--- src/hw/hough_pkg.sv ---
package hough_pkg;

   ////////////////////////////////////////////////////////////
   // sizes and thresholds
   ////////////////////////////////////////////////////////////
   localparam int IMG_DIM         = 10;   // image side in pixels
   localparam int MAX_EDGES       = 32;   // edge store depth
   localparam int NUM_RAD_BINS    = 16;   // histogram bins, covers sqrt(162)
   localparam int MIN_RADIUS      = 1;
   localparam int MAX_RADIUS      = 6;
   localparam int X_VOTE_MIN      = 2;    // vote must be strictly above
   localparam int Y_VOTE_MIN      = 1;
   localparam int DEFAULT_CENT_LO = 4;    // fallback centre pair
   localparam int DEFAULT_CENT_HI = 5;

   ////////////////////////////////////////////////////////////
   // scalar types
   ////////////////////////////////////////////////////////////
   typedef logic [3:0] coord_t;      // one pixel coordinate
   typedef logic [9:0] row_t;        // bit j is column j
   typedef logic [9:0] cent_mask_t;  // one bit per candidate centre
   typedef logic [7:0] vote_t;       // midpoint accumulator
   typedef logic [5:0] edge_cnt_t;   // 0 to 32 points
   typedef logic [4:0] edge_idx_t;
   typedef logic [7:0] dist_sq_t;    // at most 9*9 + 9*9
   typedef logic [3:0] radius_t;
   typedef logic [5:0] rad_cnt_t;
   typedef logic [7:0] rad_mask_t;   // bit r set when radius r passes

   localparam coord_t LAST_COORD = coord_t'(IMG_DIM - 1);

   // minimum bin count per reported radius
   localparam rad_cnt_t RAD_THRESH [MIN_RADIUS:MAX_RADIUS] = '{
      6'd4, 6'd4, 6'd8, 6'd10, 6'd12, 6'd13
   };

   ////////////////////////////////////////////////////////////
   // bundles
   ////////////////////////////////////////////////////////////
   typedef struct packed {
      coord_t x;  // column
      coord_t y;  // row
   } edge_pt_t;

   typedef struct packed {
      cent_mask_t x_mask;
      cent_mask_t y_mask;
   } cand_t;

   typedef struct packed {
      coord_t    x;
      coord_t    y;
      rad_mask_t rad_mask;
      logic      last;  // final centre of the frame
   } result_t;

   typedef enum logic [2:0] {
      LOAD, SCAN, PAIR_X, PAIR_Y, MASK, WAIT
   } voter_state_e;

   typedef enum logic [2:0] {
      IDLE, NEXT_CENT, FEED, DRAIN, JUDGE, EMIT
   } rad_state_e;

endpackage

--- src/hw/center_voter.sv ---
`timescale 1ns/1ps

module center_voter (
   input  logic                 clk,
   input  logic                 i_rst_n,
   input  logic                 i_row_valid,
   input  hough_pkg::row_t      i_row,
   output logic                 o_row_ready,
   output hough_pkg::edge_pt_t  o_pt_wr,
   output logic                 o_pt_we,
   output hough_pkg::cand_t     o_cand,
   output logic                 o_cand_valid,
   input  logic                 i_frame_done
);

   hough_pkg::voter_state_e state;

   hough_pkg::row_t   img   [hough_pkg::IMG_DIM];
   hough_pkg::vote_t  x_acc [hough_pkg::IMG_DIM];
   hough_pkg::vote_t  y_acc [hough_pkg::IMG_DIM];

   hough_pkg::coord_t ln;  // row in LOAD/SCAN, line in the pair phases
   hough_pkg::coord_t pa;  // lower index of the pair
   hough_pkg::coord_t pb;  // upper index, or column in SCAN

   logic                  row_take;
   logic                  bit_a;
   logic                  bit_b;
   logic [4:0]            pair_sum;
   hough_pkg::coord_t     mid;
   logic                  pair_last;
   hough_pkg::cent_mask_t x_mask_c;
   hough_pkg::cent_mask_t y_mask_c;

   assign o_row_ready = (state == hough_pkg::LOAD);
   assign row_take    = i_row_valid && o_row_ready;

   // pixel pair under test, along a row for x votes and a column for y votes
   always_comb begin
      if (state == hough_pkg::PAIR_X) begin
         bit_a = img[ln][pa];
         bit_b = img[ln][pb];
      end else begin
         bit_a = img[pa][ln];
         bit_b = img[pb][ln];
      end
   end

   assign pair_sum  = {1'b0, pa} + {1'b0, pb};
   assign mid       = pair_sum[4:1];  // rounded down
   assign pair_last = (ln == hough_pkg::LAST_COORD) && (pb == hough_pkg::LAST_COORD) &&
                      (pa == hough_pkg::LAST_COORD - 4'd1);

   always_comb begin
      for (int c = 0; c < hough_pkg::IMG_DIM; c++) begin
         x_mask_c[c] = x_acc[c] > hough_pkg::vote_t'(hough_pkg::X_VOTE_MIN);
         y_mask_c[c] = y_acc[c] > hough_pkg::vote_t'(hough_pkg::Y_VOTE_MIN);
      end
      if (x_mask_c == '0) begin  // nothing voted, search the middle
         x_mask_c[hough_pkg::DEFAULT_CENT_LO] = 1'b1;
         x_mask_c[hough_pkg::DEFAULT_CENT_HI] = 1'b1;
      end
      if (y_mask_c == '0) begin
         y_mask_c[hough_pkg::DEFAULT_CENT_LO] = 1'b1;
         y_mask_c[hough_pkg::DEFAULT_CENT_HI] = 1'b1;
      end
   end

   ////////////////////////////////////////////////////////////
   // control
   ////////////////////////////////////////////////////////////
   always_ff @(posedge clk or negedge i_rst_n) begin
      if (!i_rst_n) begin
         state        <= hough_pkg::LOAD;
         ln           <= '0;
         pa           <= '0;
         pb           <= '0;
         o_pt_we      <= 1'b0;
         o_cand_valid <= 1'b0;
      end else begin
         o_pt_we      <= 1'b0;
         o_cand_valid <= 1'b0;
         case (state)
            hough_pkg::LOAD: if (row_take) begin
               ln <= ln + 1'b1;
               if (ln == hough_pkg::LAST_COORD) begin
                  state <= hough_pkg::SCAN;
                  ln    <= '0;
                  pb    <= '0;
               end
            end
            hough_pkg::SCAN: begin
               o_pt_we <= img[ln][pb];  // raster order
               pb      <= pb + 1'b1;
               if (pb == hough_pkg::LAST_COORD) begin
                  pb <= '0;
                  ln <= ln + 1'b1;
                  if (ln == hough_pkg::LAST_COORD) begin
                     state <= hough_pkg::PAIR_X;
                     ln    <= '0;
                     pa    <= '0;
                     pb    <= 4'd1;
                  end
               end
            end
            hough_pkg::PAIR_X, hough_pkg::PAIR_Y: begin
               if (pb != hough_pkg::LAST_COORD) begin
                  pb <= pb + 1'b1;
               end else if (pa == hough_pkg::LAST_COORD - 4'd1) begin
                  ln <= ln + 1'b1;  // next line
                  pa <= '0;
                  pb <= 4'd1;
               end else begin
                  pa <= pa + 1'b1;
                  pb <= pa + 4'd2;
               end
               if (pair_last) begin
                  state <= (state == hough_pkg::PAIR_X) ? hough_pkg::PAIR_Y : hough_pkg::MASK;
                  ln    <= '0;
                  pa    <= '0;
                  pb    <= 4'd1;
               end
            end
            hough_pkg::MASK: begin
               o_cand_valid <= 1'b1;
               state        <= hough_pkg::WAIT;
            end
            default: if (i_frame_done) begin  // WAIT
               state <= hough_pkg::LOAD;
               ln    <= '0;
            end
         endcase
      end
   end

   ////////////////////////////////////////////////////////////
   // image, accumulators and output payload
   ////////////////////////////////////////////////////////////
   always_ff @(posedge clk) begin
      if (row_take) img[ln] <= i_row;
      if (row_take && ln == hough_pkg::LAST_COORD) begin
         for (int c = 0; c < hough_pkg::IMG_DIM; c++) begin
            x_acc[c] <= '0;
            y_acc[c] <= '0;
         end
      end else if (bit_a && bit_b) begin
         if (state == hough_pkg::PAIR_X) x_acc[mid] <= x_acc[mid] + 1'b1;
         if (state == hough_pkg::PAIR_Y) y_acc[mid] <= y_acc[mid] + 1'b1;
      end
      if (state == hough_pkg::SCAN) begin
         o_pt_wr.x <= pb;
         o_pt_wr.y <= ln;
      end
      if (state == hough_pkg::MASK) begin
         o_cand.x_mask <= x_mask_c;
         o_cand.y_mask <= y_mask_c;
      end
   end

endmodule

--- src/hw/edge_point_store.sv ---
`timescale 1ns/1ps

module edge_point_store (
   input  logic                 clk,
   input  logic                 i_rst_n,
   input  hough_pkg::edge_pt_t  i_pt_wr,
   input  logic                 i_pt_we,
   input  logic                 i_clear,
   input  hough_pkg::edge_idx_t i_rd_idx,
   output hough_pkg::edge_pt_t  o_rd_pt,
   output hough_pkg::edge_cnt_t o_count
);

   hough_pkg::edge_pt_t  mem [hough_pkg::MAX_EDGES];
   hough_pkg::edge_cnt_t count;
   logic                 wr_ok;

   // points past the store depth are dropped
   assign wr_ok   = i_pt_we && (count < hough_pkg::edge_cnt_t'(hough_pkg::MAX_EDGES));
   assign o_count = count;

   always_ff @(posedge clk or negedge i_rst_n) begin
      if (!i_rst_n) begin
         count <= '0;
      end else if (i_clear) begin
         count <= '0;  // frame finished
      end else if (wr_ok) begin
         count <= count + 1'b1;
      end
   end

   always_ff @(posedge clk) begin
      if (wr_ok) mem[count[4:0]] <= i_pt_wr;
      o_rd_pt <= mem[i_rd_idx];  // one cycle read
   end

endmodule

--- src/hw/isqrt_pipe.sv ---
`timescale 1ns/1ps

module isqrt_pipe (
   input  logic                clk,
   input  logic                i_rst_n,
   input  logic                i_dsq_valid,
   input  hough_pkg::dist_sq_t i_dsq,
   output logic                o_root_valid,
   output hough_pkg::radius_t  o_root
);

   logic [3:0]          vld_q;
   logic [7:0]          rem_q  [4];
   hough_pkg::radius_t  root_q [4];
   hough_pkg::dist_sq_t dsq_q  [4];  // operand travels with the stage

   // one restoring step: bring down two bits, try root*4+1
   function automatic logic [11:0] sqrt_step(input logic [7:0]         rem,
                                             input hough_pkg::radius_t root,
                                             input logic [1:0]         pair);
      logic [7:0] rem_sh;
      logic [7:0] trial;
      rem_sh = {rem[5:0], pair};
      trial  = {2'b00, root, 2'b01};
      if (rem_sh >= trial) return {rem_sh - trial, root[2:0], 1'b1};
      return {rem_sh, root[2:0], 1'b0};
   endfunction

   always_ff @(posedge clk or negedge i_rst_n) begin
      if (!i_rst_n) vld_q <= '0;
      else          vld_q <= {vld_q[2:0], i_dsq_valid};
   end

   ////////////////////////////////////////////////////////////
   // datapath, msb root bit first
   ////////////////////////////////////////////////////////////
   always_ff @(posedge clk) begin
      {rem_q[0], root_q[0]} <= sqrt_step(8'd0, 4'd0, i_dsq[7:6]);
      dsq_q[0]              <= i_dsq;
      for (int s = 1; s < 4; s++) begin
         {rem_q[s], root_q[s]} <= sqrt_step(rem_q[s-1], root_q[s-1], dsq_q[s-1][7-2*s -: 2]);
         dsq_q[s]              <= dsq_q[s-1];
      end
   end

   assign o_root_valid = vld_q[3];
   assign o_root       = root_q[3];

endmodule

--- src/hw/radius_voter.sv ---
`timescale 1ns/1ps

module radius_voter (
   input  logic                 clk,
   input  logic                 i_rst_n,
   input  hough_pkg::cand_t     i_cand,
   input  logic                 i_cand_valid,
   output hough_pkg::edge_idx_t o_rd_idx,
   input  hough_pkg::edge_pt_t  i_rd_pt,
   input  hough_pkg::edge_cnt_t i_count,
   output logic                 o_dsq_valid,
   output hough_pkg::dist_sq_t  o_dsq,
   input  logic                 i_root_valid,
   input  hough_pkg::radius_t   i_root,
   output logic                 o_res_valid,
   output hough_pkg::result_t   o_res,
   input  logic                 i_res_ready,
   output logic                 o_frame_done,
   output logic                 o_clear
);

   hough_pkg::rad_state_e state;

   hough_pkg::cent_mask_t x_mask;
   hough_pkg::cent_mask_t y_mask;
   hough_pkg::coord_t     cx;
   hough_pkg::coord_t     cy;
   hough_pkg::edge_cnt_t  n_pts;  // points in this frame
   hough_pkg::edge_cnt_t  idx;    // next point to read
   hough_pkg::edge_cnt_t  got;    // roots back for this centre
   logic                  rd_pend;
   logic                  done_q;
   hough_pkg::rad_cnt_t   hist [hough_pkg::NUM_RAD_BINS];
   hough_pkg::result_t    res_q;

   hough_pkg::coord_t     nxt_cx;
   hough_pkg::coord_t     nxt_cy;
   logic                  is_cent;
   logic                  is_last;
   hough_pkg::dist_sq_t   dx;
   hough_pkg::dist_sq_t   dy;
   hough_pkg::rad_mask_t  rad_mask;

   assign nxt_cy  = (cy == hough_pkg::LAST_COORD) ? 4'd0 : cy + 1'b1;
   assign nxt_cx  = (cy == hough_pkg::LAST_COORD) ? cx + 1'b1 : cx;
   assign is_cent = x_mask[cx] && y_mask[cy];
   // both masks are never empty, so any later x bit means another centre
   assign is_last = ((x_mask >> (5'(cx) + 5'd1)) == '0) &&
                    ((y_mask >> (5'(cy) + 5'd1)) == '0);

   ////////////////////////////////////////////////////////////
   // squared distance of the point read last cycle
   ////////////////////////////////////////////////////////////
   assign dx          = {4'd0, (cx > i_rd_pt.x) ? cx - i_rd_pt.x : i_rd_pt.x - cx};
   assign dy          = {4'd0, (cy > i_rd_pt.y) ? cy - i_rd_pt.y : i_rd_pt.y - cy};
   assign o_dsq       = dx * dx + dy * dy;
   assign o_dsq_valid = rd_pend;
   assign o_rd_idx    = idx[4:0];

   always_comb begin
      rad_mask = '0;
      for (int r = hough_pkg::MIN_RADIUS; r <= hough_pkg::MAX_RADIUS; r++) begin
         rad_mask[r] = hist[r] >= hough_pkg::RAD_THRESH[r];
      end
   end

   always_ff @(posedge clk or negedge i_rst_n) begin
      if (!i_rst_n) begin
         state   <= hough_pkg::IDLE;
         x_mask  <= '0;
         y_mask  <= '0;
         cx      <= '0;
         cy      <= '0;
         n_pts   <= '0;
         idx     <= '0;
         got     <= '0;
         rd_pend <= 1'b0;
         done_q  <= 1'b0;
      end else begin
         rd_pend <= 1'b0;
         done_q  <= 1'b0;
         if (i_root_valid) got <= got + 1'b1;
         case (state)
            hough_pkg::IDLE: if (i_cand_valid) begin
               x_mask <= i_cand.x_mask;
               y_mask <= i_cand.y_mask;
               n_pts  <= i_count;  // store is full by now
               cx     <= '0;
               cy     <= '0;
               state  <= hough_pkg::NEXT_CENT;
            end
            hough_pkg::NEXT_CENT: begin
               if (is_cent) begin
                  idx   <= '0;
                  got   <= '0;
                  state <= hough_pkg::FEED;
               end else begin
                  cx <= nxt_cx;
                  cy <= nxt_cy;
               end
            end
            hough_pkg::FEED: begin
               if (idx == n_pts) begin
                  state <= hough_pkg::DRAIN;
               end else begin
                  rd_pend <= 1'b1;
                  idx     <= idx + 1'b1;
               end
            end
            hough_pkg::DRAIN: if (got == n_pts) state <= hough_pkg::JUDGE;
            hough_pkg::JUDGE: state <= hough_pkg::EMIT;
            default: if (i_res_ready) begin  // EMIT
               if (res_q.last) begin
                  done_q <= 1'b1;
                  state  <= hough_pkg::IDLE;
               end else begin
                  cx    <= nxt_cx;
                  cy    <= nxt_cy;
                  state <= hough_pkg::NEXT_CENT;
               end
            end
         endcase
      end
   end

   // histogram and result payload
   always_ff @(posedge clk) begin
      if (state == hough_pkg::NEXT_CENT && is_cent) begin
         for (int b = 0; b < hough_pkg::NUM_RAD_BINS; b++) hist[b] <= '0;
      end else if (i_root_valid) begin
         hist[i_root] <= hist[i_root] + 1'b1;
      end
      if (state == hough_pkg::JUDGE) begin
         res_q.x        <= cx;
         res_q.y        <= cy;
         res_q.rad_mask <= rad_mask;
         res_q.last     <= is_last;
      end
   end

   assign o_res_valid  = (state == hough_pkg::EMIT);
   assign o_res        = res_q;
   assign o_frame_done = done_q;
   assign o_clear      = done_q;  // store empties with the frame

endmodule

--- src/hw/hough_top.sv ---
`timescale 1ns/1ps

module hough_top (
   input  logic                clk,
   input  logic                i_rst_n,
   input  logic                i_row_valid,
   input  hough_pkg::row_t     i_row,
   output logic                o_row_ready,
   output logic                o_res_valid,
   output hough_pkg::result_t  o_res,
   input  logic                i_res_ready
);

   hough_pkg::edge_pt_t  pt_wr;
   logic                 pt_we;
   hough_pkg::cand_t     cand;
   logic                 cand_valid;
   logic                 frame_done;
   logic                 clear;
   hough_pkg::edge_idx_t rd_idx;
   hough_pkg::edge_pt_t  rd_pt;
   hough_pkg::edge_cnt_t count;
   logic                 dsq_valid;
   hough_pkg::dist_sq_t  dsq;
   logic                 root_valid;
   hough_pkg::radius_t   root;

   ////////////////////////////////////////////////////////////
   // producer, buffer, consumer
   ////////////////////////////////////////////////////////////
   center_voter u_center_voter (
      .clk          (clk),
      .i_rst_n      (i_rst_n),
      .i_row_valid  (i_row_valid),
      .i_row        (i_row),
      .o_row_ready  (o_row_ready),
      .o_pt_wr      (pt_wr),
      .o_pt_we      (pt_we),
      .o_cand       (cand),
      .o_cand_valid (cand_valid),
      .i_frame_done (frame_done)
   );

   edge_point_store u_edge_point_store (
      .clk      (clk),
      .i_rst_n  (i_rst_n),
      .i_pt_wr  (pt_wr),
      .i_pt_we  (pt_we),
      .i_clear  (clear),
      .i_rd_idx (rd_idx),
      .o_rd_pt  (rd_pt),
      .o_count  (count)
   );

   isqrt_pipe u_isqrt_pipe (
      .clk          (clk),
      .i_rst_n      (i_rst_n),
      .i_dsq_valid  (dsq_valid),
      .i_dsq        (dsq),
      .o_root_valid (root_valid),
      .o_root       (root)
   );

   radius_voter u_radius_voter (
      .clk          (clk),
      .i_rst_n      (i_rst_n),
      .i_cand       (cand),
      .i_cand_valid (cand_valid),
      .o_rd_idx     (rd_idx),
      .i_rd_pt      (rd_pt),
      .i_count      (count),
      .o_dsq_valid  (dsq_valid),
      .o_dsq        (dsq),
      .i_root_valid (root_valid),
      .i_root       (root),
      .o_res_valid  (o_res_valid),
      .o_res        (o_res),
      .i_res_ready  (i_res_ready),
      .o_frame_done (frame_done),
      .o_clear      (clear)
   );

endmodule

--- config.mk ---
export PLATFORM = sky130hd
export DESIGN_NAME = hough_top
export DESIGN_NICKNAME = d
export VERILOG_FILES = /design/src/hw/hough_pkg.sv /design/src/hw/center_voter.sv /design/src/hw/edge_point_store.sv /design/src/hw/isqrt_pipe.sv /design/src/hw/radius_voter.sv /design/src/hw/hough_top.sv
export SDC_FILE = /design/constraint.sdc
export NUM_CORES = 1
export LEC_CHECK = 0
export BUFFER_PORTS_ARGS = -buffer_cell sky130_fd_sc_hd__buf_4
export CORE_UTILIZATION = 54
export DETAILED_ROUTE_END_ITERATION = 7
export PLACE_DENSITY = 0.7
export SYNTH_ARGS = -nofsm -noshare
export SYNTH_HDL_FRONTEND = slang
export SYNTH_HIERARCHICAL = 1
export SYNTH_SLANG_ARGS = --single-unit
--- constraint.sdc ---
create_clock -name clk -period 8.9 [get_ports clk]
set_clock_uncertainty 0.05 [all_clocks]
set_input_delay 1.78 -clock clk [delete_from_list [all_inputs] [get_ports clk]]
set_output_delay 1.78 -clock clk [all_outputs]
set_load 0.02 [all_outputs]
==> results of run 1 <==
cell usage in the layout (no fill, tap or decap), types with 26 or more instances in the layout:
cell and n:
sky130_fd_sc_hd__edfxtp_1 751, sky130_fd_sc_hd__nand2_1 211, sky130_fd_sc_hd__nand4_1 26, sky130_fd_sc_hd__clkbuf_16 94
sky130_fd_sc_hd__dfxtp_1 44, sky130_fd_sc_hd__mux2_2 53, sky130_fd_sc_hd__mux2i_1 65, sky130_fd_sc_hd__a21oi_1 56
sky130_fd_sc_hd__nor3_1 55, sky130_fd_sc_hd__dfrtp_1 73, sky130_fd_sc_hd__buf_4 61, sky130_fd_sc_hd__inv_1 83
sky130_fd_sc_hd__nor4_1 34, sky130_fd_sc_hd__o21ai_0 63, sky130_fd_sc_hd__nor2_1 363, sky130_fd_sc_hd__ha_1 65
sky130_fd_sc_hd__mux4_2 217, sky130_fd_sc_hd__nor2b_1 31, sky130_fd_sc_hd__nand3_1 76
area by class of cell:
class                   count  share of cell area
flip-flops and latches    874               0.570
well taps                 969              0.0272
repair buffers             61              0.0103
clock inverters            53              0.0114
diodes                      1           0.0000561
multi-input cells        1679               0.319
inverters                  84             0.00707
clock buffers             114              0.0555
state kept, by name, indices dropped and copies added, names as in the netlist, 6 cells and up:
signal,count
u_edge_point_store/mem,256
u_edge_point_store/o_count,6
u_center_voter/o_pt_wr,8
u_center_voter/o_cand,20
u_isqrt_pipe/rem_q,15
u_radius_voter/o_res,15
u_radius_voter/idx,6
u_radius_voter/n_pts,6
u_center_voter/img,100
u_radius_voter/got,6
u_center_voter/x_acc,128
u_radius_voter/y_mask,10
u_center_voter/y_acc,128
u_radius_voter/hist,96
u_isqrt_pipe/root_q,6
u_isqrt_pipe/dsq_q,12
u_edge_point_store/o_rd_pt,8
u_radius_voter/x_mask,10
worst reg2reg max path, cell delays in order (launching register included):
cell and delay [ns]:
sky130_fd_sc_hd__dfrtp_1 0.57, sky130_fd_sc_hd__inv_1 0.19, sky130_fd_sc_hd__ha_1 0.20, sky130_fd_sc_hd__inv_1 0.06, sky130_fd_sc_hd__fa_1 0.41, sky130_fd_sc_hd__a21o_1 0.19, sky130_fd_sc_hd__a21o_1 0.20, sky130_fd_sc_hd__and4_1 0.20
sky130_fd_sc_hd__a2111oi_0 0.89, sky130_fd_sc_hd__nand2_1 0.17, sky130_fd_sc_hd__fa_1 0.49, sky130_fd_sc_hd__fa_1 0.56, sky130_fd_sc_hd__fa_1 0.43, sky130_fd_sc_hd__fa_1 0.44, sky130_fd_sc_hd__inv_1 0.07, sky130_fd_sc_hd__ha_1 0.15
sky130_fd_sc_hd__inv_1 0.06, sky130_fd_sc_hd__fa_1 0.46, sky130_fd_sc_hd__inv_1 0.08, sky130_fd_sc_hd__a21o_1 0.11, sky130_fd_sc_hd__a21oi_1 0.07, sky130_fd_sc_hd__xnor2_1 0.14, sky130_fd_sc_hd__xnor2_1 0.15, sky130_fd_sc_hd__or2_2 0.29
path summary, 6_finish.rpt:
path	depth (start not counted)	slack, ns	endpoint
max in group asynchronous	1	6.82	u_center_voter/ln[0]
min	0	0.28	u_isqrt_pipe/dsq_q[1][1]
min reg2reg	0	0.28	u_isqrt_pipe/dsq_q[1][1]
max	23	2.17	u_isqrt_pipe/root_q[12]
max reg2reg	23	2.17	u_isqrt_pipe/root_q[12]
min in group asynchronous	1	1.25	u_radius_voter/got[0]
through the flow:
stage	hold slack [ns]	instances	area, sq um	power, uW	setup slack, ns
after CTS	0.279	3834	44600	15600	2.17
after global placement	0.261	3667	41600	11700	2.28
final	0.275	3835	44600	15600	2.17
after global routing	0.277	3834	44600	16500	1.73
after floorplan	0.260	2791	40800	10100	2.72
after detailed placement	0.263	3667	41600	11800	2.17
power by group:
part / internal (uW) / leakage, uW / switching, uW
registers: 4720 / 0.00827 / 213
logic: 2610 / 0.00574 / 4300
clock network: 2160 / 0.00147 / 1590
total: 9500 / 0.0155 / 6100
kinds of logic after synthesis:
family | Yosys count
flops | 874
xor+xnor | 53
mux | 342
buf+inv | 238
other cells | 2
compound gates | 288
fa+ha+maj | 81
simple gates | 912
metal layers:
metal / vias up / track usage / routed length [um]
met1: 12500 / 0.357 / 39700
met3: 247 / 0.0548 / 9050
met4: 8 / 0.0981 / 3560
met2: 1226 / 0.397 / 45400
li1: 10700 / - / -
met5: - / 0 / 51
==> flow_summary.yaml, run 1 <==
timing:
  final_min_period_over_clock_period: 0.756
  max_freq_mhz: 149
  timing.setup.tns_ns: 0
  final_hold_viol_count: 0
  finalWorstPathRequiredPeriod_ns: 6.73
  maxSlewViolCount: 0
  unrepaired_setup_endpoints_after_global_routing: "no"
  max_slew_margin: 0.105
  worst_slew_pin_slew_ns: 1.34
  finalSetupViolCount: 0
route:
  average_routed_wire_per_standard_cell_um: 25.5
  drt_pass1_iterations: 6
  drt_wl_total_um: 97800
  drt_first_iter_violations: 2686
  route.detailed.drc: 0
  routed-via-count: 24700
  ant_nets: 0
  routed_via_density: 6.45
floorplan:
  fp.dieH_um: 277
  initial_core_utilization: 0.547
  core-area_sq_um: 74600
  dieArea_sq_um: 76600
  std_cell_rows: 100
  fp.dieW_um: 277
  ioPinCount: 33
final_layout:
  post-route-util: 0.598
  multi_input_area_sq_um: 14200
  ff_latch_area_sq_um: 25400
  nNetsFinal: 2884
  share_of_final_layout_standard_cells_stronger_than_drive_strength_1: 0.186
  number_of_inserted_filler_cells_in_the_final_layout: 5632
  layout_area_growth_over_synthesis_pct: 9.45
clock_network:
  cts-root-buf: "sky130_fd_sc_hd__clkbuf_16"
  worst_skew_pair.late_latency_ns: 0.65
  cts_sinks: 874
  cts_post_setup_buffers_inserted: 0
  maximum_buffer_depth_of_the_clock_tree: 3
  ctsHtreeMaxLevel: 3
  cts-buffers-inserted: 89
  clk_pin_slew_worst_paths_ns: 0.06
  cts_tree: "done"
  postCtsHoldBufs: 0
  ctsResizeCount: 0
global_route:
  initial_antenna_violation_count: 5
  grt-ovfl-total: 0
  pin_count_of_the_biggest_net_entering_global_routing: 79
  vias_in_the_first_global_route: 24500
  grt_pass1_wl_um: 148000
  grt.total_usage: 0.256
yosys:
  synthMostInstantiatedCell: "sky130_fd_sc_hd__edfxtp_1"
  ys_top_cells_by_count: "sky130_fd_sc_hd__edfxtp_1, sky130_fd_sc_hd__nor2_1, sky130_fd_sc_hd__mux4_2"
  seq_area_frac_synth: 0.623
  synth_top_cell_by_area: "sky130_fd_sc_hd__edfxtp_1"
  mean_cell_area_of_the_mapped_netlist_sq_um: 14.6
  synth_top_family_by_area: "multiplexers"
  portion_of_netlist_area_occupied_by_mux_cells: 0.154
  synth-edff-count: 751
  ys_flop_type: "sky130_fd_sc_hd__edfxtp_1"
  netlist_instances: 2790
  mappedNetlistArea_sq_um: 40800
  yosys-top-cells-area: "sky130_fd_sc_hd__edfxtp_1, sky130_fd_sc_hd__mux4_2, sky130_fd_sc_hd__dfrtp_1"
  synth_simple_gate_area_frac: 0.104
  yosys.cell_types.count: 93
  ys_ff_latch: 874
  netlist.area_leader.share: 0.553
  postSynth.asyncResetShare: 0.0892
  synth_compound_area_frac: 0.0488
  synthXorXnorAreaFrac: 0.0136
  synthAdderAreaFrac: 0.0278
  syn_warnings: 6
worst_hold_path:
  timing.hold.worst.start: "u_isqrt_pipe/dsq_q[0][1]"
  timing.hold.worst.class: "reg -> reg"
critical_path:
  cpPeakStageDelay_ns: 0.89
  cp-startpoint: "u_radius_voter/cy[0]"
  crit_arrival_ns: 7.21
  critPathTopFamily: "adder cells"
  cell_type_with_the_highest_occurrence_count_on_the_critical_path: "sky130_fd_sc_hd__fa_1"
  timing.critical_path.from_type: "flip-flop"
  criticalPathCategory: "reg -> reg"
  critical_path.endpoint_type: "flip-flop"
  crit_path_cell_trace: "inv_1, ha_1, inv_1, fa_1, a21o_1, a21o_1, and4_1, a2111oi_0, nand2_1, fa_1, fa_1, fa_1, fa_1, inv_1, ha_1, inv_1, fa_1, inv_1, a21o_1, a21oi_1, xnor2_1, xnor2_1, or2_2"
  cp_data_required_time_ns: 9.38
  slowest_stage: "sky130_fd_sc_hd__a2111oi_0"
  worst-path-buf-inv: 5
  max_fo_critical_path: 16
  worstReg2RegStart: "u_radius_voter/cy[0]"
power:
  ir_worst_vdd_mv: 0.462
  cellPowerDensity_nw_per_um2: 350
  power.static_leakage_uw: 0.0155
flow_run:
  maxCapViolations: 0
placed_design:
  post-dp-hpwl_um: 65000
  gp_congestion: 0.920
  port_buffers: 30
run_status:
  result_of_the_run: "finished clean"
(Power assumes the default switching activity.)
==> run 2, diff against run 1 <==
- ABC_AREA: not set -> 1
- clock period: 8.9 -> 6.5 ns (I/O delays scaled with it)
==> flow_summary.yaml, run 2 <==
timing:
  postLayoutSetupSlackWorst_ns: 0.485
  unrepaired_setup_endpoints_after_global_routing: "no"
  finalSetupViolCount: 0
  finalWorstPathRequiredPeriod_ns: 6.01
  final_min_period_over_clock_period: 0.925
  worst_slew_pin_slew_ns: 1.29
  max_slew_margin: 0.143
  final_hold_viol_count: 0
  max_freq_mhz: 166
  timing.setup.tns_ns: 0
  maxSlewViolCount: 0
critical_path:
  critical_path.endpoint_type: "flip-flop"
  worstReg2RegStart: "u_radius_voter/cx[0]"
  cpPeakStageDelay_ns: 0.57
  crit_arrival_ns: 6.49
  crit_path_cell_trace: "clkinv_1, ha_1, inv_1, fa_1, nand3_1, nand2_1, nand2_1, mux2_2, xor2_1, nor2_1, inv_1, fa_1, fa_1, fa_1, fa_1, inv_1, ha_1, inv_1, fa_1, o21ai_0, xor2_1, xnor2_1, or2_2"
  slowest_stage: "sky130_fd_sc_hd__fa_1"
  critPathTopFamily: "adder cells"
  max_fo_critical_path: 8
  cell_type_with_the_highest_occurrence_count_on_the_critical_path: "sky130_fd_sc_hd__fa_1"
  cp_data_required_time_ns: 6.98
  worst-path-buf-inv: 5
  timing.critical_path.from_type: "flip-flop"
  cp-startpoint: "u_radius_voter/cx[0]"
  criticalPathCategory: "reg -> reg"
placed_design:
  port_buffers: 30
  placement_stage_worst_setup_slack_ns: 0.484
  post-dp-hpwl_um: 62800
  gp_congestion: 0.870
power:
  cellPowerDensity_nw_per_um2: 539
  ir_worst_vdd_mv: 0.867
  power.static_leakage_uw: 0.0181
floorplan:
  dieArea_sq_um: 79000
  fp.dieW_um: 281
  std_cell_rows: 101
  core-area_sq_um: 76500
  ioPinCount: 33
  initial_core_utilization: 0.550
  fp.dieH_um: 281
flow_run:
  maxCapViolations: 0
clock_network:
  cts-buffers-inserted: 90
  cts-root-buf: "sky130_fd_sc_hd__clkbuf_16"
  cts_post_setup_buffers_inserted: 0
  postCtsHoldBufs: 0
  cts_tree: "done"
  ctsHtreeMaxLevel: 3
  maximum_buffer_depth_of_the_clock_tree: 3
  clk_pin_slew_worst_paths_ns: 0.06
  ctsResizeCount: 0
  worst_skew_pair.late_latency_ns: 0.65
  cts_sinks: 874
route:
  route.detailed.drc: 0
  average_routed_wire_per_standard_cell_um: 18.7
  drt_first_iter_violations: 3242
  routed-via-count: 31000
  routed_via_density: 5.72
  drt_pass1_iterations: 5
  ant_nets: 0
  drt_wl_total_um: 101000
worst_hold_path:
  timing.hold.worst.start: "u_isqrt_pipe/dsq_q[1][0]"
  timing.hold.worst.class: "reg -> reg"
yosys:
  postSynth.asyncResetShare: 0.0892
  seq_area_frac_synth: 0.604
  netlist.area_leader.share: 0.537
  synth-edff-count: 751
  syn_warnings: 6
  netlist_instances: 4365
  yosys.cell_types.count: 63
  ys_ff_latch: 874
  ys_flop_type: "sky130_fd_sc_hd__edfxtp_1"
  synthMostInstantiatedCell: "sky130_fd_sc_hd__nand2_1"
  mean_cell_area_of_the_mapped_netlist_sq_um: 9.63
  yosys-top-cells-area: "sky130_fd_sc_hd__edfxtp_1, sky130_fd_sc_hd__nand2_1, sky130_fd_sc_hd__nand3_1"
  synth_top_cell_by_area: "sky130_fd_sc_hd__edfxtp_1"
  mappedNetlistArea_sq_um: 42000
  ys_top_cells_by_count: "sky130_fd_sc_hd__nand2_1, sky130_fd_sc_hd__edfxtp_1, sky130_fd_sc_hd__nor2_1"
global_route:
  grt.total_usage: 0.258
  vias_in_the_first_global_route: 29000
  grt_pass1_wl_um: 159000
  grt-ovfl-total: 0
  pin_count_of_the_biggest_net_entering_global_routing: 76
  initial_antenna_violation_count: 0
final_layout:
  nNetsFinal: 4414
  largest_register_ff_count: 256
  mostFrequentLayoutCells: "sky130_fd_sc_hd__nand2_1, sky130_fd_sc_hd__edfxtp_1, sky130_fd_sc_hd__nor2_1"
  share_of_final_layout_standard_cells_stronger_than_drive_strength_1: 0.0735
  total_inserted_antenna_cells: 0
  layout_area_growth_over_synthesis_pct: 9.13
  final_common_cell: "sky130_fd_sc_hd__nand2_1"
run_status:
  result_of_the_run: "finished clean"
[run 2: cells by family (layout without fill, tap and decap cells)]
logic type,count (synthesis),after routing,share of synthesized area
AOI/OAI and AO/OA,435,435,0.0588
xor gates and xnor gates,37,37,0.00825
adders and majority gates,81,81,0.0270
buffers and inverters,517,544,0.0565
DFF,874,874,0.604
muxes,15,15,0.00402
other,2,3,0.000179
and+or+nand+nor,2404,2404,0.241
[run 2: power by group]
part	total, uW	internal [uW]	switching [uW]
sequential	7820	7170	655
clock	5350	3190	2150
combinational	11600	3770	7780
total	24700	14100	10600
[run 2: final timing paths]
| path | endpoint | slack [ns] | cells after the start |
|---|---|---|---|
| setup / recovery | u_isqrt_pipe/root_q[12] | 0.49 | 23 |
| hold / removal | u_isqrt_pipe/dsq_q[2][0] | 0.28 | 0 |
| setup reg to reg | u_isqrt_pipe/root_q[12] | 0.49 | 23 |
| hold reg to reg | u_isqrt_pipe/dsq_q[2][0] | 0.28 | 0 |
| max in group asynchronous | u_radius_voter/idx[0] | 4.84 | 2 |
| min in group asynchronous | u_isqrt_pipe/vld_q[3] | 0.57 | 1 |
[run 2: metal layers]
layer / global-route usage / up-vias / wire, um
met5: 0 / - / 0
met4: 0.0876 / 0 / 3060
met3: 0.0388 / 228 / 7680
met2: 0.409 / 1265 / 47000
met1: 0.363 / 14800 / 43600
li1: - / 14700 / -
[run 2: through the flow]
step	hold slack, ns	power [uW]	util	instances	area [sq um]
after CTS	0.276	24700	0.600	5423	45900
after global placement	0.260	19000	0.560	5257	42800
after detailed placement	0.262	19300	0.560	5257	42800
final	0.276	24700	0.600	5423	45900
after global routing	0.283	26700	0.600	5423	45900
after floorplan	0.260	16400	-	4366	42000
[run 2: area by class of cell]
cell class,instances,area [sq um]
inverters,299,1120
fillers,6396,30600
flip-flops and latches,874,25400
repair buffers,79,606
multi-input cells,2975,14400
well taps,1030,1290
clock inverters,39,490
clock buffers,127,2600
